===== config.mk =====
export PLATFORM = sky130hd
export DESIGN_NAME = cart_loader_top
export DESIGN_NICKNAME = d
export VERILOG_FILES = /design/src/verilog/loader_pkg.sv /design/src/verilog/load_cmd_if.sv /design/src/verilog/load_stream_decode.sv /design/src/verilog/load_write_queue.sv /design/src/verilog/crt_bank_table.sv /design/src/verilog/cart_loader_top.sv
export SDC_FILE = /design/constraint.sdc
export NUM_CORES = 1
export LEC_CHECK = 0
export BUFFER_PORTS_ARGS = -buffer_cell sky130_fd_sc_hd__buf_2
export CAP_MARGIN = 20
export CELL_PAD_IN_SITES_DETAIL_PLACEMENT = 0
export CELL_PAD_IN_SITES_GLOBAL_PLACEMENT = 2
export CORE_ASPECT_RATIO = 1.75
export CORE_MARGIN = 10
export CORE_UTILIZATION = 42
export CTS_BUF_LIST = sky130_fd_sc_hd__clkbuf_8 sky130_fd_sc_hd__clkbuf_16
export DETAILED_ROUTE_END_ITERATION = 10
export MAX_ROUTING_LAYER = met4
export PLACE_DENSITY = 0.8
export SYNTH_ARGS = -nofsm -noshare
export SYNTH_HDL_FRONTEND = slang
export SYNTH_SLANG_ARGS = --single-unit

===== constraint.sdc =====
create_clock -name clk_sys -period 5.5 [get_ports clk_sys]
set_clock_uncertainty 0.15 [all_clocks]
set_input_delay 0.275 -clock clk_sys [delete_from_list [all_inputs] [get_ports clk_sys]]
set_output_delay 0.275 -clock clk_sys [all_outputs]
set_load 0.05 [all_outputs]

===== src/verilog/loader_pkg.sv =====
// Shared widths, file indices, CRT offsets and command word types for the file loader
package loader_pkg;

	// ============================================================
	// Widths and file indices
	// ============================================================
	localparam int ADDR_W = 25;                    // Memory address width
	localparam int DATA_W = 8;                     // Memory data width

	localparam logic [7:0] IDX_PRG = 8'd4;         // Host file index of a PRG image
	localparam logic [7:0] IDX_CRT = 8'd5;         // Host file index of a CRT image

	// ============================================================
	// CRT layout
	// ============================================================
	localparam logic [ADDR_W-1:0] CRT_BASE       = 25'h100000; // Cartridge data area
	localparam logic [ADDR_W-1:0] CRT_ID_OFS     = 25'h16;     // Id hi, id lo, EXROM, GAME
	localparam logic [ADDR_W-1:0] CRT_CHIP_START = 25'h40;     // First CHIP packet

	// ============================================================
	// Command word
	// ============================================================
	typedef struct packed {
		logic [22:0]       pad;
		logic [ADDR_W-1:0] addr;
		logic [DATA_W-1:0] data;
	} mem_wr_t;

	typedef struct packed {
		logic [7:0]  bank_type;
		logic [15:0] bank_num;
		logic [15:0] load_addr;
		logic [15:0] size;
	} bank_desc_t;

	// One 56-bit word, read by its kind
	typedef union packed {
		mem_wr_t    mem;
		bank_desc_t bank;
	} load_cmd_u;

	typedef enum logic {
		CMD_MEM  = 1'b0,   // Memory byte write
		CMD_BANK = 1'b1    // CHIP bank descriptor
	} cmd_kind_e;

endpackage


===== src/verilog/load_cmd_if.sv =====
// Command and credit link between the stream decoder and the write queue
`timescale 1ns/1ps

interface load_cmd_if (
	input logic clk_sys
);

	logic                  cmd_valid;   // One cycle per command
	loader_pkg::cmd_kind_e cmd_kind;
	loader_pkg::load_cmd_u cmd_word;
	logic                  credit;      // One credit back per pop

	modport decode_mp (
		input  clk_sys,
		output cmd_valid,
		output cmd_kind,
		output cmd_word,
		input  credit
	);

	modport queue_mp (
		input  clk_sys,
		input  cmd_valid,
		input  cmd_kind,
		input  cmd_word,
		output credit
	);

endinterface


===== src/verilog/load_stream_decode.sv =====
// Parses the host PRG and CRT byte streams and issues memory and bank commands under credit
`timescale 1ns/1ps

module load_stream_decode #(
	parameter int CMD_DEPTH = 4
) (
	input  logic                          clk_sys,
	input  logic                          reset_n,
	input  logic                          dl_active_i,
	input  logic                          dl_wr_i,
	input  logic [7:0]                    dl_index_i,
	input  logic [loader_pkg::ADDR_W-1:0] dl_addr_i,
	input  logic [loader_pkg::DATA_W-1:0] dl_data_i,
	output logic                          dl_wait_o,
	output logic [15:0]                   cart_id_o,
	output logic [7:0]                    cart_exrom_o,
	output logic [7:0]                    cart_game_o,
	output logic                          cart_attached_o,
	output logic                          cart_clear_o,
	output logic [15:0]                   prg_start_o,
	output logic [15:0]                   prg_end_o,
	load_cmd_if.decode_mp                 cmd
);

	localparam int CNT_W   = $clog2(CMD_DEPTH + 1);
	localparam int PATCH_N = 12;   // BASIC pointer bytes

	logic [CNT_W-1:0]              credit_cnt;
	logic                          patch_busy;
	logic [3:0]                    patch_idx;
	logic [7:0]                    patch_ofs;
	logic                          active_d;
	logic [7:0]                    cur_idx;
	logic                          cart_attached;
	logic                          cart_clear;
	logic [3:0]                    hdr_cnt;     // Byte position inside a CHIP header
	logic [31:0]                   blk_len;     // Data bytes left in the current CHIP
	logic [loader_pkg::ADDR_W-1:0] load_addr;
	logic [15:0]                   prg_start;
	logic [15:0]                   prg_end;
	logic [15:0]                   cart_id;
	logic [7:0]                    cart_exrom;
	logic [7:0]                    cart_game;
	loader_pkg::bank_desc_t        chip_hdr;
	logic                          is_prg;
	logic                          is_crt;
	logic                          in_chip;
	logic                          issue;
	loader_pkg::cmd_kind_e         nxt_kind;
	loader_pkg::load_cmd_u         nxt_word;

	// Pointer bytes in address order
	function automatic logic [7:0] patch_addr(input logic [3:0] idx);
		case (idx)
			4'd0:    return 8'h2B;
			4'd1:    return 8'h2C;
			4'd2:    return 8'h2D;
			4'd3:    return 8'h2E;
			4'd4:    return 8'h2F;
			4'd5:    return 8'h30;
			4'd6:    return 8'h31;
			4'd7:    return 8'h32;
			4'd8:    return 8'hAC;
			4'd9:    return 8'hAD;
			4'd10:   return 8'hAE;
			default: return 8'hAF;
		endcase
	endfunction

	function automatic logic [7:0] patch_value(input logic [7:0] ofs, input logic [15:0] end_addr);
		case (ofs)
			8'h2B:                      return 8'h01;   // TXT start 0x0801
			8'h2C:                      return 8'h08;
			8'hAC, 8'hAD:               return 8'h00;   // SAVE start
			8'h2D, 8'h2F, 8'h31, 8'hAE: return end_addr[7:0];
			default:                    return end_addr[15:8];
		endcase
	endfunction

	assign is_prg    = (dl_index_i == loader_pkg::IDX_PRG);
	assign is_crt    = (dl_index_i == loader_pkg::IDX_CRT);
	assign in_chip   = (dl_addr_i >= loader_pkg::CRT_CHIP_START);
	assign patch_ofs = patch_addr(patch_idx);

	// ============================================================
	// Command selection
	// ============================================================
	always_comb begin
		issue    = 1'b0;
		nxt_kind = loader_pkg::CMD_MEM;
		nxt_word = '0;
		if (patch_busy) begin
			if (credit_cnt != '0) begin
				issue             = 1'b1;
				nxt_word.mem.addr = loader_pkg::ADDR_W'(patch_ofs);
				nxt_word.mem.data = patch_value(patch_ofs, prg_end);
			end
		end else if (dl_wr_i && is_prg && dl_addr_i > loader_pkg::ADDR_W'(1)) begin
			issue             = 1'b1;
			nxt_word.mem.addr = load_addr;
			nxt_word.mem.data = dl_data_i;
		end else if (dl_wr_i && is_crt && in_chip) begin
			if (hdr_cnt == 4'd15) begin   // Last header byte closes the descriptor
				issue                   = 1'b1;
				nxt_kind                = loader_pkg::CMD_BANK;
				nxt_word.bank           = chip_hdr;
				nxt_word.bank.size[7:0] = dl_data_i;
			end else if (hdr_cnt == 4'd0 && blk_len != '0) begin
				issue             = 1'b1;
				nxt_word.mem.addr = load_addr;
				nxt_word.mem.data = dl_data_i;
			end
		end
	end

	// ============================================================
	// Control state
	// ============================================================
	always_ff @(posedge clk_sys) begin
		if (!reset_n) begin
			cmd.cmd_valid <= 1'b0;
			credit_cnt    <= CNT_W'(CMD_DEPTH);
			patch_busy    <= 1'b0;
			patch_idx     <= '0;
			active_d      <= 1'b0;
			cur_idx       <= '0;
			cart_attached <= 1'b0;
			cart_clear    <= 1'b0;
			hdr_cnt       <= '0;
			blk_len       <= '0;
		end else begin
			cmd.cmd_valid <= issue;
			cart_clear    <= 1'b0;
			active_d      <= dl_active_i;
			if (dl_active_i) cur_idx <= dl_index_i;

			case ({issue, cmd.credit})
				2'b10:   credit_cnt <= credit_cnt - 1'b1;
				2'b01:   credit_cnt <= credit_cnt + 1'b1;
				default: credit_cnt <= credit_cnt;
			endcase

			// Download start and end
			if (dl_active_i && !active_d && is_crt) begin
				cart_attached <= 1'b0;
				cart_clear    <= 1'b1;
			end
			if (!dl_active_i && active_d) begin
				if (cur_idx == loader_pkg::IDX_PRG) begin
					patch_busy <= 1'b1;
					patch_idx  <= '0;
				end
				if (cur_idx == loader_pkg::IDX_CRT) cart_attached <= 1'b1;
			end

			if (patch_busy && issue) begin
				patch_idx <= patch_idx + 1'b1;
				if (patch_idx == 4'(PATCH_N - 1)) patch_busy <= 1'b0;   // Last pointer byte
			end

			if (dl_wr_i && is_crt) begin
				if (dl_addr_i == '0) begin
					hdr_cnt <= '0;
					blk_len <= '0;
				end else if (in_chip) begin
					if (hdr_cnt == 4'd0 && blk_len == '0) begin
						hdr_cnt <= 4'd1;   // New CHIP packet
					end else if (hdr_cnt != 4'd0) begin
						hdr_cnt <= hdr_cnt + 1'b1;   // Wraps to zero after byte 15
						case (hdr_cnt)
							4'd4:    blk_len[31:24] <= dl_data_i;
							4'd5:    blk_len[23:16] <= dl_data_i;
							4'd6:    blk_len[15:8]  <= dl_data_i;
							4'd7:    blk_len[7:0]   <= dl_data_i;
							4'd8:    blk_len        <= blk_len - 32'h10;   // Packet minus header
							default: blk_len        <= blk_len;
						endcase
					end else begin
						blk_len <= blk_len - 1'b1;
					end
				end
			end
		end
	end

	// ============================================================
	// Pointers, header fields and command payload
	// ============================================================
	always_ff @(posedge clk_sys) begin
		cmd.cmd_kind <= nxt_kind;
		cmd.cmd_word <= nxt_word;

		if (dl_wr_i && is_prg) begin
			if (dl_addr_i == '0) begin   // Load address low byte
				load_addr       <= loader_pkg::ADDR_W'(dl_data_i);
				prg_start[7:0]  <= dl_data_i;
				prg_end[7:0]    <= dl_data_i;
			end else if (dl_addr_i == loader_pkg::ADDR_W'(1)) begin
				load_addr[15:8] <= dl_data_i;
				prg_start[15:8] <= dl_data_i;
				prg_end[15:8]   <= dl_data_i;
			end else begin
				load_addr <= load_addr + 1'b1;
				prg_end   <= prg_end + 16'd1;
			end
		end

		if (dl_wr_i && is_crt) begin
			if (dl_addr_i == '0) load_addr <= loader_pkg::CRT_BASE;
			if (dl_addr_i == loader_pkg::CRT_ID_OFS) cart_id[15:8] <= dl_data_i;
			if (dl_addr_i == loader_pkg::CRT_ID_OFS + 1'b1) cart_id[7:0] <= dl_data_i;
			if (dl_addr_i == loader_pkg::CRT_ID_OFS + 2'd2) cart_exrom <= dl_data_i;
			if (dl_addr_i == loader_pkg::CRT_ID_OFS + 2'd3) cart_game <= dl_data_i;

			if (in_chip) begin
				if (hdr_cnt == 4'd0 && blk_len == '0) begin
					// Round the pointer up to the next 8 KB block
					if (load_addr[12:0] != '0)
						load_addr <= {load_addr[loader_pkg::ADDR_W-1:13] + 1'b1, 13'd0};
				end else if (hdr_cnt != 4'd0) begin
					case (hdr_cnt)
						4'd9:    chip_hdr.bank_type       <= dl_data_i;
						4'd10:   chip_hdr.bank_num[15:8]  <= dl_data_i;
						4'd11:   chip_hdr.bank_num[7:0]   <= dl_data_i;
						4'd12:   chip_hdr.load_addr[15:8] <= dl_data_i;
						4'd13:   chip_hdr.load_addr[7:0]  <= dl_data_i;
						4'd14:   chip_hdr.size[15:8]      <= dl_data_i;
						default: chip_hdr                 <= chip_hdr;
					endcase
				end else begin
					load_addr <= load_addr + 1'b1;
				end
			end
		end
	end

	assign dl_wait_o       = (credit_cnt == '0) | patch_busy;
	assign cart_id_o       = cart_id;
	assign cart_exrom_o    = cart_exrom;
	assign cart_game_o     = cart_game;
	assign cart_attached_o = cart_attached;
	assign cart_clear_o    = cart_clear;
	assign prg_start_o     = prg_start;
	assign prg_end_o       = prg_end;

endmodule


===== src/verilog/load_write_queue.sv =====
// Command FIFO that spends memory slots on byte writes and forwards bank descriptors
`timescale 1ns/1ps

module load_write_queue #(
	parameter int CMD_DEPTH = 4
) (
	input  logic                          clk_sys,
	input  logic                          reset_n,
	load_cmd_if.queue_mp                  cmd,
	input  logic                          mem_slot_i,
	output logic                          mem_we_o,
	output logic [loader_pkg::ADDR_W-1:0] mem_addr_o,
	output logic [loader_pkg::DATA_W-1:0] mem_data_o,
	output logic                          bank_wr_o,
	output loader_pkg::bank_desc_t        bank_desc_o
);

	localparam int PTR_W = (CMD_DEPTH > 1) ? $clog2(CMD_DEPTH) : 1;
	localparam int CNT_W = $clog2(CMD_DEPTH + 1);

	loader_pkg::cmd_kind_e kind_mem [CMD_DEPTH];
	loader_pkg::load_cmd_u word_mem [CMD_DEPTH];
	logic [PTR_W-1:0]      rd_ptr;
	logic [PTR_W-1:0]      wr_ptr;
	logic [CNT_W-1:0]      fill;
	loader_pkg::cmd_kind_e head_kind;
	loader_pkg::load_cmd_u head_word;
	logic                  push;
	logic                  pop;

	function automatic logic [PTR_W-1:0] ptr_inc(input logic [PTR_W-1:0] ptr);
		if (ptr == PTR_W'(CMD_DEPTH - 1))
			return '0;
		return ptr + 1'b1;
	endfunction

	assign head_kind = kind_mem[rd_ptr];
	assign head_word = word_mem[rd_ptr];
	assign push      = cmd.cmd_valid;   // Credits guarantee room
	// Bank descriptors need no slot
	assign pop       = (fill != '0) && ((head_kind == loader_pkg::CMD_BANK) || mem_slot_i);

	always_ff @(posedge clk_sys) begin
		if (push) begin
			kind_mem[wr_ptr] <= cmd.cmd_kind;
			word_mem[wr_ptr] <= cmd.cmd_word;
		end
	end

	always_ff @(posedge clk_sys) begin
		if (!reset_n) begin
			rd_ptr     <= '0;
			wr_ptr     <= '0;
			fill       <= '0;
			mem_we_o   <= 1'b0;
			bank_wr_o  <= 1'b0;
			cmd.credit <= 1'b0;
		end else begin
			if (push) wr_ptr <= ptr_inc(wr_ptr);
			if (pop) rd_ptr <= ptr_inc(rd_ptr);
			case ({push, pop})
				2'b10:   fill <= fill + 1'b1;
				2'b01:   fill <= fill - 1'b1;
				default: fill <= fill;
			endcase

			cmd.credit <= pop;   // Slot freed
			mem_we_o   <= pop && (head_kind == loader_pkg::CMD_MEM);
			bank_wr_o  <= pop && (head_kind == loader_pkg::CMD_BANK);
		end
	end

	// ============================================================
	// Head word, read as a write or as a descriptor
	// ============================================================
	always_ff @(posedge clk_sys) begin
		if (pop) begin
			if (head_kind == loader_pkg::CMD_MEM) begin
				mem_addr_o <= head_word.mem.addr;
				mem_data_o <= head_word.mem.data;
			end else begin
				bank_desc_o <= head_word.bank;
			end
		end
	end

endmodule


===== src/verilog/crt_bank_table.sv =====
// Table of CHIP bank descriptors in arrival order, read back by slot number
`timescale 1ns/1ps

module crt_bank_table #(
	parameter int BANK_SLOTS = 8
) (
	input  logic                          clk_sys,
	input  logic                          reset_n,
	input  logic                          clear_i,      // New CRT download
	input  logic                          bank_wr_i,
	input  loader_pkg::bank_desc_t        bank_desc_i,
	input  logic [$clog2(BANK_SLOTS)-1:0] bank_sel_i,
	output loader_pkg::bank_desc_t        bank_desc_o,
	output logic [7:0]                    bank_count_o
);

	localparam int SEL_W = $clog2(BANK_SLOTS);

	loader_pkg::bank_desc_t bank_mem [BANK_SLOTS];
	logic [7:0]             bank_count;
	logic                   store_ok;

	// Later descriptors are only counted
	assign store_ok = ({1'b0, bank_count} < 9'(BANK_SLOTS));

	always_ff @(posedge clk_sys) begin
		if (bank_wr_i && store_ok && !clear_i)
			bank_mem[bank_count[SEL_W-1:0]] <= bank_desc_i;
	end

	always_ff @(posedge clk_sys) begin
		if (!reset_n) begin
			bank_count <= '0;
		end else if (clear_i) begin
			bank_count <= '0;
		end else if (bank_wr_i && bank_count != 8'hFF) begin
			bank_count <= bank_count + 1'b1;   // Saturates
		end
	end

	assign bank_desc_o  = bank_mem[bank_sel_i];
	assign bank_count_o = bank_count;

endmodule


===== src/verilog/cart_loader_top.sv =====
// Top level of the PRG and CRT file loader, host stream in and granted memory writes out
`timescale 1ns/1ps

module cart_loader_top #(
	parameter int CMD_DEPTH  = 4,
	parameter int BANK_SLOTS = 8
) (
	input  logic                          clk_sys,
	input  logic                          reset_n,
	// Host stream
	input  logic                          dl_active_i,
	input  logic                          dl_wr_i,
	input  logic [7:0]                    dl_index_i,
	input  logic [loader_pkg::ADDR_W-1:0] dl_addr_i,
	input  logic [loader_pkg::DATA_W-1:0] dl_data_i,
	output logic                          dl_wait_o,
	// Memory side
	input  logic                          mem_slot_i,
	output logic                          mem_we_o,
	output logic [loader_pkg::ADDR_W-1:0] mem_addr_o,
	output logic [loader_pkg::DATA_W-1:0] mem_data_o,
	// Header fields
	output logic [15:0]                   cart_id_o,
	output logic [7:0]                    cart_exrom_o,
	output logic [7:0]                    cart_game_o,
	output logic                          cart_attached_o,
	output logic [15:0]                   prg_start_o,
	output logic [15:0]                   prg_end_o,
	// Bank table read
	input  logic [$clog2(BANK_SLOTS)-1:0] bank_sel_i,
	output loader_pkg::bank_desc_t        bank_desc_o,
	output logic [7:0]                    bank_count_o
);

	logic                   bank_wr;
	loader_pkg::bank_desc_t bank_desc;
	logic                   cart_clear;

	load_cmd_if u_cmd_if (.clk_sys(clk_sys));

	load_stream_decode #(.CMD_DEPTH(CMD_DEPTH)) u_decode (
		.clk_sys         (clk_sys),
		.reset_n         (reset_n),
		.dl_active_i     (dl_active_i),
		.dl_wr_i         (dl_wr_i),
		.dl_index_i      (dl_index_i),
		.dl_addr_i       (dl_addr_i),
		.dl_data_i       (dl_data_i),
		.dl_wait_o       (dl_wait_o),
		.cart_id_o       (cart_id_o),
		.cart_exrom_o    (cart_exrom_o),
		.cart_game_o     (cart_game_o),
		.cart_attached_o (cart_attached_o),
		.cart_clear_o    (cart_clear),
		.prg_start_o     (prg_start_o),
		.prg_end_o       (prg_end_o),
		.cmd             (u_cmd_if.decode_mp)
	);

	load_write_queue #(.CMD_DEPTH(CMD_DEPTH)) u_queue (
		.clk_sys     (clk_sys),
		.reset_n     (reset_n),
		.cmd         (u_cmd_if.queue_mp),
		.mem_slot_i  (mem_slot_i),
		.mem_we_o    (mem_we_o),
		.mem_addr_o  (mem_addr_o),
		.mem_data_o  (mem_data_o),
		.bank_wr_o   (bank_wr),
		.bank_desc_o (bank_desc)
	);

	crt_bank_table #(.BANK_SLOTS(BANK_SLOTS)) u_bank_table (
		.clk_sys      (clk_sys),
		.reset_n      (reset_n),
		.clear_i      (cart_clear),
		.bank_wr_i    (bank_wr),
		.bank_desc_i  (bank_desc),
		.bank_sel_i   (bank_sel_i),
		.bank_desc_o  (bank_desc_o),
		.bank_count_o (bank_count_o)
	);

endmodule


# After elaboration in Yosys (flattened, before gate mapping)
# Memory sizes are Yosys's and may differ from the RTL's. A register that Yosys moved wholly into a read port is not among the register bits.
# Index checks and enable logic that the tools add are counted.
# word_totals
regBits	357
mem_bits_rw	676
mem_bits_ro	96
input_bits	49
out_inout_bits	164
word_cells	250
mem_count	4
# op_classes
addsub	14
order_cmp	3
n_eq_ne	43
mux	73
bitwise_logic	7
n_reduce_logical	62
# memory_table
name	depth	width	rd	rd_clocked_by_memory_dff	wr	line	rtl
u_bank_table.bank_mem	8	56	1	0	1	crt_bank_table.sv:19	loader_pkg::bank_desc_t bank_mem [BANK_SLOTS];
u_queue.word_mem	4	56	1	1	1	load_write_queue.sv:22	loader_pkg::load_cmd_u word_mem [CMD_DEPTH];
(no name shown)	16	6	1	1	0	load_stream_decode.sv:54	case (idx)
u_queue.kind_mem	4	1	1	1	1	load_write_queue.sv:21	loader_pkg::cmd_kind_e kind_mem [CMD_DEPTH];
# ops
op	n
2-to-1 mux 25 bit	8
2-to-1 mux 33 bit	5
2-to-1 mux 32 bit	4
equality test 25 x 5 -> 1 bit (second input constant)	4
one-hot mux 8 bit (2 select lines)	4
equality test 8 x 6 -> 1 bit (second input constant)	5
2-to-1 mux 8 bit	5
equality test 4 bit (second input constant)	9
2-to-1 mux 4 bit	9
equality test 8 x 3 -> 1 bit (second input constant)	4
logical NOT 32 bit	1
one-hot mux 8 bit (4 select lines)	1
nonzero test 32 bit	1
subtractor 32 x 1 -> 32 bit (second input constant)	1
subtractor 32 x 5 -> 32 bit (second input constant)	1
AND reduction 5 bit	6
adder 25 x 1 -> 25 bit (second input constant)	1
equality test 25 x 1 -> 1 bit (second input constant)	1
greater-or-equal comparator 25 x 7 -> 1 bit (second input constant)	1
> comparator 25 x 1 -> 1 bit (second input constant)	1
logical NOT 25 bit	1
2-to-1 mux 1 bit	25
equality test 8 bit (second input constant)	3
AND reduction 2 bit	10
other kinds (35)	91

# Longest topological paths before layout
# Gate-level depths: netlist (run 1).
# logic_depth
word_depth	12
depth_mapped	15
depth_no_buf	14

# Cells and area by module
# From an unflattened synthesis (run 1), not the netlist that was laid out.
# hier_totals
hier_cells	2357
area_unflattened_um2	40595.2
# by_module_without_submodules
module	n_inst	cells_per_inst	area_per_inst_um2	seq_area_each_um2
crt_bank_table	1	715	17319.1	13613.1
load_stream_decode	1	1189	11718.7	6246.0
load_write_queue	1	453	11557.3	9759.4

# Worst setup path after synthesis (run 1)
# Ideal clock, no wire load.
# synth_path
path_kind	register to register
start	reg u_bank_table.bank_count[6], in the netlist u_bank_table.bank_count_o[6]
end	mem u_bank_table.bank_mem[1][0] (netlist name) (enable)
setup_time_ps	538
arrival_time_ps	5300
required_ps	4812
path_slack_ps	-489
stages_incl_launch_ff	5
n_path_buf	0
period_less_slack_ps	5989
cell_sequence	dfxtp_1 or4_1 nor4_1 nand2_1 nor3_1
# synth_between
elab_chain_len	5
# synth_lines
item	line	rtl
start, declared	crt_bank_table.sv:20	logic [7:0] bank_count;
start signal, assigned	crt_bank_table.sv:37	bank_count <= bank_count + 1'b1;
less-than comparator 8 x 4 -> 1 bit	crt_bank_table.sv:24	assign store_ok = ({1'b0, bank_count} < 9'(BANK_SLOTS));
logical AND 1 bit (2 in a row)	crt_bank_table.sv:27	if (bank_wr_i && store_ok && !clear_i)
2-to-1 mux 1 bit	crt_bank_table.sv:27	
2-to-1 mux 1 bit (implied by the code)	crt_bank_table.sv:28	bank_mem[bank_count[SEL_W-1:0]] <= bank_desc_i;
end, declared	crt_bank_table.sv:19	
# Every way passes these cells.

# Final worst setup path (run 1)
# layout_path
start	reg u_decode.blk_len[0]
end	reg u_decode.credit_cnt[2]
# layout_between
elab_chain_len	9
elab_cells_between_ends	11
cone_classes	eq/ne: 2; mux: 6; reduce/logical: 3
# layout_lines
item	line	rtl
start, declared	load_stream_decode.sv:37	logic [31:0] blk_len;
start signal, assigned	load_stream_decode.sv:174	4'd7: blk_len[7:0] <= dl_data_i;
start signal, assigned	load_stream_decode.sv:175	4'd8: blk_len <= blk_len - 32'h10;
start signal, assigned	load_stream_decode.sv:176	default: blk_len <= blk_len;
nonzero test 32 bit (*)	load_stream_decode.sv:108	end else if (hdr_cnt == 4'd0 && blk_len != '0) begin
logical AND 1 bit (*)	load_stream_decode.sv:108	
2-to-1 mux 1 bit (*)	load_stream_decode.sv:108	
2-to-1 mux 1 bit (*)	load_stream_decode.sv:103	if (hdr_cnt == 4'd15) begin
2-to-1 mux 1 bit (*)	load_stream_decode.sv:102	end else if (dl_wr_i && is_crt && in_chip) begin
2-to-1 mux 1 bit (*)	load_stream_decode.sv:98	end else if (dl_wr_i && is_prg && dl_addr_i > loader_pkg::ADDR_W'(1)) begin
2-to-1 mux 1 bit (*)	load_stream_decode.sv:92	if (patch_busy) begin
equality test 2 x 1 -> 1 bit / equality test 2 bit (equally long branches)	load_stream_decode.sv:137	case ({issue, cmd.credit})
one-hot mux 3 bit (2 select lines) / nonzero test 2 bit (equally long branches)	-	
end signal, assigned	load_stream_decode.sv:138	2'b10: credit_cnt <= credit_cnt - 1'b1;
end signal, assigned	load_stream_decode.sv:139	2'b01: credit_cnt <= credit_cnt + 1'b1;
end signal, assigned	load_stream_decode.sv:140	default: credit_cnt <= credit_cnt;
end, declared	load_stream_decode.sv:28	logic [CNT_W-1:0] credit_cnt;
# Every way passes the cells marked *; elsewhere a longest branch is shown, timed or not.
# A chain may end at the register's enable or synchronous reset.

==> results.sh, run 1 <==
export IMPL_globalRouteTotalUtil_pct=19.2
export IMPL_status="finished clean"
export IMPL_num_vias=22300
export IMPL_synth_most_common_cell="edfxtp_1"
export IMPL_postCtsSetupBuffers=0
export IMPL_nNetsFinal=2708
export IMPL_hpwl_mm=67.9
export IMPL_synth_seq_area_share_pct=73.2
export IMPL_initialDrtViolationCount=1776
export IMPL_clk_pin_slew_ns=0.07
export IMPL_pin_count=213
export IMPL_coreArea_um2=95500
export IMPL_cts_root_buf="clkbuf_16"
export IMPL_critical_path_class="flop to flop"
export IMPL_slowest_stage="or3b_2"
export IMPL_final_util_pct=48.8
export IMPL_grt_pass1_vias=23400
export IMPL_synth_top_family_by_area="multiplexers"
export IMPL_grt_max_degree=76
export IMPL_cts_num_sinks=1041
export IMPL_fin_crit_sh_pct=81.2
export IMPL_min_period_ns=4.47
export IMPL_max_stage_delay_ns=0.58
export IMPL_setup_viol=0
export IMPL_n_fill_cell=7861
export IMPL_cts_tree="built"
export IMPL_synthAdderAreaFrac_pct=0.779
export IMPL_startpoint_type="flop"
export IMPL_ant_nets=0
export IMPL_grt_overflow_total=0
export IMPL_dp_slack_ns=1.09
export IMPL_syn_inst=2356
export IMPL_drt_vias_per_instance=5.66
export IMPL_yosys_area_top_type="edfxtp_1"
export IMPL_leakage_nw=15.6
export IMPL_routed_wl_mm=103
export IMPL_numPortBuffers=212
export IMPL_synth_area_leaders="edfxtp_1 (65%), mux4_2 (9.4%), dfxtp_1 (8.1%)"
export IMPL_rsz0062_at_grt="false"
export IMPL_fin_area_um2=46600
export IMPL_synth_edf_count=877
export IMPL_ir_drop_mv=0.238
export IMPL_worstPathArrival_ns=4.94
export IMPL_drv_slew=0
export IMPL_synth_top_cells_by_count="edfxtp_1 (877), mux4_2 (169), dfxtp_1 (164)"
export IMPL_dp_cells=3731
export IMPL_drc=0
export IMPL_hold_viol=0
export IMPL_synth_main_ff_cell="edfxtp_1"
export IMPL_cts_resized=0
export IMPL_synth_top_area_share_pct=65.1
export IMPL_routabilityCongestion=0.922
export IMPL_syn_nets=2429
export IMPL_multi_input_area_um2=10400
export IMPL_worstMarginPinSlew_ns=1.05
export IMPL_drive_above_1_share_pct=25.1
export IMPL_path_max_fanout=10
export IMPL_yosys_warnings=0
export IMPL_dr_pass1_iters=5
export IMPL_path_cells="inv_1 > ha_1 > or3b_2 > nor4_1 > nand3_1 > a22oi_1 > a21oi_2 > nor2_1 > ha_1 > inv_1 > fa_1 > xor2_1 > or3_1 > nand3_1"
export IMPL_cts_made_buffers=92
export IMPL_holdWs_ns=0.0437
export IMPL_seq_area_um2=29600
export IMPL_synth_compound_area_share_pct=5.45
export IMPL_std_cell_rows=150
export IMPL_synthMuxAreaShare_pct=11.4
export IMPL_stdcell_count=3928
export IMPL_place_area_um2=43300
export IMPL_slew_headroom_pct=29.3
export IMPL_area_growth_pct=15.2
export IMPL_max_freq_ghz=0.224
export IMPL_die_y_um=431
export IMPL_hold_path_class="input pin to flop"
export IMPL_power_total_mw=16.5
export IMPL_setup_tns_ns=0
export IMPL_htreeDepth=3
export IMPL_setup_slack_ns=1.03
export IMPL_grt_pass1_wl_mm=152
export IMPL_synth_avg_cell_area_um2=17.2
export IMPL_synth_xor_area_share_pct=0.866
export IMPL_die_w_um=255
export IMPL_clkLatencyLatePin_ns=0.69
export IMPL_netlist_area_um2=40500
export IMPL_die_area_um2=110000
export IMPL_yosys_cell_types_count=82
export IMPL_async_flop_share_pct=0
export IMPL_drv_cap=0
export IMPL_crit_path_end_kind="flop"
export IMPL_routedWlPerCell_um=26.1
export IMPL_initial_utilization_pct=42.4
export IMPL_synth_simple_area_share_pct=6.79
export IMPL_antenna_found_initial=2
export IMPL_powerDensity_nw_per_um2=353
export IMPL_synth_seq_cells=1041
export IMPL_clk_path_buf_depth=3
export IMPL_required_ns=5.97
layer usage:
layer	track usage, %	vias to the layer above	share of wire, %
met3	2.78	227	4.2
li1	-	9975	-
met4	9.61	0	5.1
met1	20.4	11400	36
met2	34.3	629	54
met5	-	-	0
area by class of cell:
cell class | instances | share of cell area [%]
Inverter | 52 | 0.419
Sequential cell | 1041 | 63.5
Clock inverter | 75 | 1.56
Multi-Input combinational cell | 1156 | 22.2
Tap cell | 1216 | 3.26
Timing Repair Buffer | 292 | 3.99
Clock buffer | 95 | 5.05
Antenna cell | 1 | 0.00537
registers in the layout (all words and copies together), names as in the netlist, 16 cells and up, named ones only:
| signal | cells |
|---|---|
| u_queue.mem_addr_o | 25 |
| u_decode.prg_end_o | 16 |
| u_queue.bank_desc_o | 56 |
| u_decode.chip_hdr | 48 |
| u_decode.prg_start_o | 16 |
| u_queue.word_mem | 224 |
| u_decode.cmd.cmd_word | 56 |
| u_decode.blk_len | 32 |
| u_decode.load_addr | 25 |
| u_decode.cart_id_o | 16 |
| u_bank_table.bank_mem | 448 |
layout by cell type (no fill, tap or decap), types with 42 or more instances in the layout:
master     count
edfxtp_1     877
nand3_1       53
nor2_1       113
buf_4         45
dfxtp_1      162
buf_2        211
mux2_2        56
clkbuf_16     93
mux4_2       169
o21ai_0       72
nand2_1      104
a22oi_1       42
inv_1         68
a21oi_1       55
critical path: cells and delay by family, from the launching register on:
family / cells / cell delay (ns)
buf+inv: 2 / 0.13
compound gates: 2 / 0.84
fa+ha+maj: 3 / 0.77
simple gates: 6 / 1.95
xor+xnor: 1 / 0.18
flops: 1 / 0.36
logic make-up (layout without fill, tap and decap cells):
logic type | after synthesis | in the layout
other cells | 0 | 1
fa+ha+maj | 24 | 24
buf+inv | 159 | 514
compound gates | 324 | 324
simple gates | 526 | 526
xor+xnor | 40 | 40
mux | 242 | 242
flops | 1041 | 1041
path summary, 6_finish.rpt:
check / startpoint / endpoint / slack [ns] / cells after the start
setup / recovery: u_decode.blk_len[0] / u_decode.credit_cnt[2] / 1.03 / 14
setup reg to reg: u_decode.blk_len[0] / u_decode.credit_cnt[2] / 1.03 / 14
hold / removal: dl_data_i[7] / u_decode.cart_id_o[7] / 0.04 / 1
hold reg to reg: u_decode.chip_hdr[53] / u_decode.cmd.cmd_word[53] / 0.28 / 1
where the power goes:
part           internal, mW  switching (mW)
sequential             8.80           0.191
combinational         0.371           0.533
clock                  3.66            2.92
repair_timing:
action                     4_1_cts  5_1_grt
hold buffers                    23        0
setup endpoints to repair        0        0
hold endpoints to repair        56        0
Note: power is estimated with default switching activity, not from simulation.
==> inputs of run 2 (changes only) <==
--- a/config.mk
+++ b/config.mk
@@ -11,11 +11,11 @@
 export CELL_PAD_IN_SITES_GLOBAL_PLACEMENT = 2
 export CORE_ASPECT_RATIO = 1.75
 export CORE_MARGIN = 10
-export CORE_UTILIZATION = 42
+export CORE_UTILIZATION = 46
 export CTS_BUF_LIST = sky130_fd_sc_hd__clkbuf_8 sky130_fd_sc_hd__clkbuf_16
 export DETAILED_ROUTE_END_ITERATION = 10
 export MAX_ROUTING_LAYER = met4
-export PLACE_DENSITY = 0.8
+export PLACE_DENSITY = 0.83
 export SYNTH_ARGS = -nofsm -noshare
 export SYNTH_HDL_FRONTEND = slang
 export SYNTH_SLANG_ARGS = --single-unit
==> constraint.sdc (replaced) <==
create_clock -name clk_sys -period 4.2 [get_ports clk_sys]
set_clock_uncertainty 0.15 [all_clocks]
set_input_delay 0.21 -clock clk_sys [delete_from_list [all_inputs] [get_ports clk_sys]]
set_output_delay 0.21 -clock clk_sys [all_outputs]
set_load 0.05 [all_outputs]
==> run 2 against run 1 <==
Via count grew 1.1%; combinational power up 33%; flip-flop and latch count is the same; wire length decreased by 3.0%; core utilization increased by 4.9 points; final cell count fell by 0.84%; setup slack worse by 0.71 ns.
==> results.sh, run 2 (same netlist as run 1, synthesis figures left out) <==
export IMPL_initial_utilization_pct=46.4
export IMPL_worstMarginPinSlew_ns=1.06
export IMPL_grt_max_degree=63
export IMPL_pin_count=213
export IMPL_cts_root_buf="clkbuf_16"
export IMPL_cts_made_buffers=90
export IMPL_startpoint_type="flop"
export IMPL_clk_path_buf_depth=3
export IMPL_die_y_um=412
export IMPL_top_usage_layer="met2"
export IMPL_hpwl_mm=65.9
export IMPL_final_util_pct=53.8
export IMPL_worstPathArrival_ns=4.32
export IMPL_grt_met3_usage_pct=3.23
export IMPL_largest_reg_flops=448
export IMPL_min_period_ns=3.88
export IMPL_use_met2_pct=35.9
export IMPL_ant_nets=0
export IMPL_antenna_found_initial=1
export IMPL_dr_pass1_iters=5
export IMPL_drv_slew=0
export IMPL_grt_pass1_vias=23700
export IMPL_power_total_mw=21.6
export IMPL_cp_top_family="simple AND/OR/NAND/NOR gates"
export IMPL_multi_input_area_um2=10300
export IMPL_drv_cap=0
export IMPL_hold_path_class="input pin to flop"
export IMPL_nNetsFinal=2734
export IMPL_clkLatencyLatePin_ns=0.69
export IMPL_dp_cells=3697
export IMPL_routabilityCongestion=0.902
export IMPL_rsz0062_at_grt="false"
export IMPL_critical_path_class="flop to flop"
export IMPL_die_w_um=244
export IMPL_most_common_layout_cells="edfxtp_1 (877), buf_2 (210), mux4_2 (169), dfxtp_1 (162), nor2_1 (114)"
export IMPL_crit_buf_inv=2
export IMPL_mostFrequentLayoutCell="edfxtp_1"
export IMPL_routed_wl_mm=99.5
export IMPL_seq_area_um2=29600
export IMPL_path_max_fanout=7
export IMPL_globalRouteTotalUtil_pct=20.3
export IMPL_max_stage_delay_ns=0.57
export IMPL_postCtsSetupBuffers=0
export IMPL_area_growth_pct=15.8
export IMPL_routedWlPerCell_um=25.5
export IMPL_coreArea_um2=87100
export IMPL_die_area_um2=101000
export IMPL_drc=0
export IMPL_grt_pass1_wl_mm=150
export IMPL_std_cell_rows=143
export IMPL_slowest_stage="or3b_2"
export IMPL_crit_path_end_kind="flop"
export IMPL_grt_util_met1_pct=22.0
export IMPL_slew_headroom_pct=28.7
export IMPL_fin_crit_sh_pct=92.4
export IMPL_cts_tree="built"
export IMPL_drive_above_1_share_pct=25.4
export IMPL_clk_pin_slew_ns=0.08
export IMPL_ir_drop_mv=0.327
export IMPL_drt_vias_per_instance=5.77
export IMPL_max_freq_ghz=0.258
export IMPL_required_ns=4.64
export IMPL_n_fill_cell=6842
export IMPL_numPortBuffers=212
export IMPL_diodes=0
export IMPL_powerDensity_nw_per_um2=462
export IMPL_num_vias=22500
export IMPL_hold_viol=0
export IMPL_status="finished clean"
export IMPL_initialDrtViolationCount=1820
export IMPL_setup_viol=0
export IMPL_htreeDepth=3
export IMPL_grt_overflow_total=0
export IMPL_stdcell_count=3895
export IMPL_setup_tns_ns=0
export IMPL_leakage_nw=15.8
export IMPL_path_cells="inv_1 > ha_1 > or3b_2 > nor4_1 > nand3_1 > a22oi_1 > a21oi_2 > nor2_1 > ha_1 > inv_1 > fa_1 > xor2_1 > or3_1 > nand3_1"
export IMPL_cts_num_sinks=1041
## run 2: cell count changes in the layout (fill, tap and decap cells not counted), moves of 2 or more
cell,previous run,this run
inv_8,3,1
clkbuf_16,93,90
bufinv_16,11,15
buf_4,45,63
buf_12,9,14
clkinv_1,19,15
clkinv_4,2,4
dlygate4sd3_1,23,32
## run 2: path summary, 6_finish.rpt
kind | startpoint | endpoint | slack (ns) | cells after the start
min reg2reg | u_decode.chip_hdr[35] | u_decode.cmd.cmd_word[35] | 0.28 | 1
min | dl_addr_i[2] | u_decode.cart_id_o[3] | 0.08 | 4
max reg2reg | u_decode.blk_len[0] | u_decode.credit_cnt[2] | 0.32 | 14
max | u_decode.blk_len[0] | u_decode.credit_cnt[2] | 0.32 | 14
## run 2: timing repair
item	4_1_cts	5_1_grt
hold buffers	32	0
gates resized for setup	0	0
endpoints found under the hold margin	174	0
## run 2: metrics by stage
stage / area, um2 / hold slack, ns / setup slack [ns]
after global placement: 43400 / 0.274 / 0.445
final: 46800 / 0.0815 / 0.321
after global routing: 46800 / 0.0730 / 0.0704
after detailed placement: 43400 / 0.274 / 0.429
after CTS: 46800 / 0.0129 / 0.363
after floorplan: 40500 / 0.159 / -0.285
## run 2: layout make-up
| cell class | instances | area share, % |
|---|---|---|
| clock inverter | 73 | 1.74 |
| sequential | 1041 | 63.2 |
| clock buffer | 93 | 4.90 |
| tap | 1160 | 3.10 |
| inverter | 52 | 0.417 |
| multi-input combinational | 1156 | 22.1 |
| timing repair buffer | 320 | 4.56 |
## run 2: routing by layer
layer,part of all wire (%),vias to the layer above
li1,-,10000
met1,37,11500
met2,54,749
met3,4.7,231
met4,4.8,0
met5,0,-
## run 2: worst reg2reg max path, stage by stage, from the launching register on
cell and delay, ns:
dfxtp_1 0.36, inv_1 0.08, ha_1 0.20, or3b_2 0.57, nor4_1 0.51, nand3_1 0.19, a22oi_1 0.28, a21oi_2 0.13
nor2_1 0.12, ha_1 0.19, inv_1 0.06, fa_1 0.37, xor2_1 0.18, or3_1 0.31, nand3_1 0.08
## run 2: report_power, final
part | internal (mW) | switching (mW)
clock network | 4.93 | 3.73
logic | 0.497 | 0.702
registers | 11.5 | 0.246
total | 16.9 | 4.68
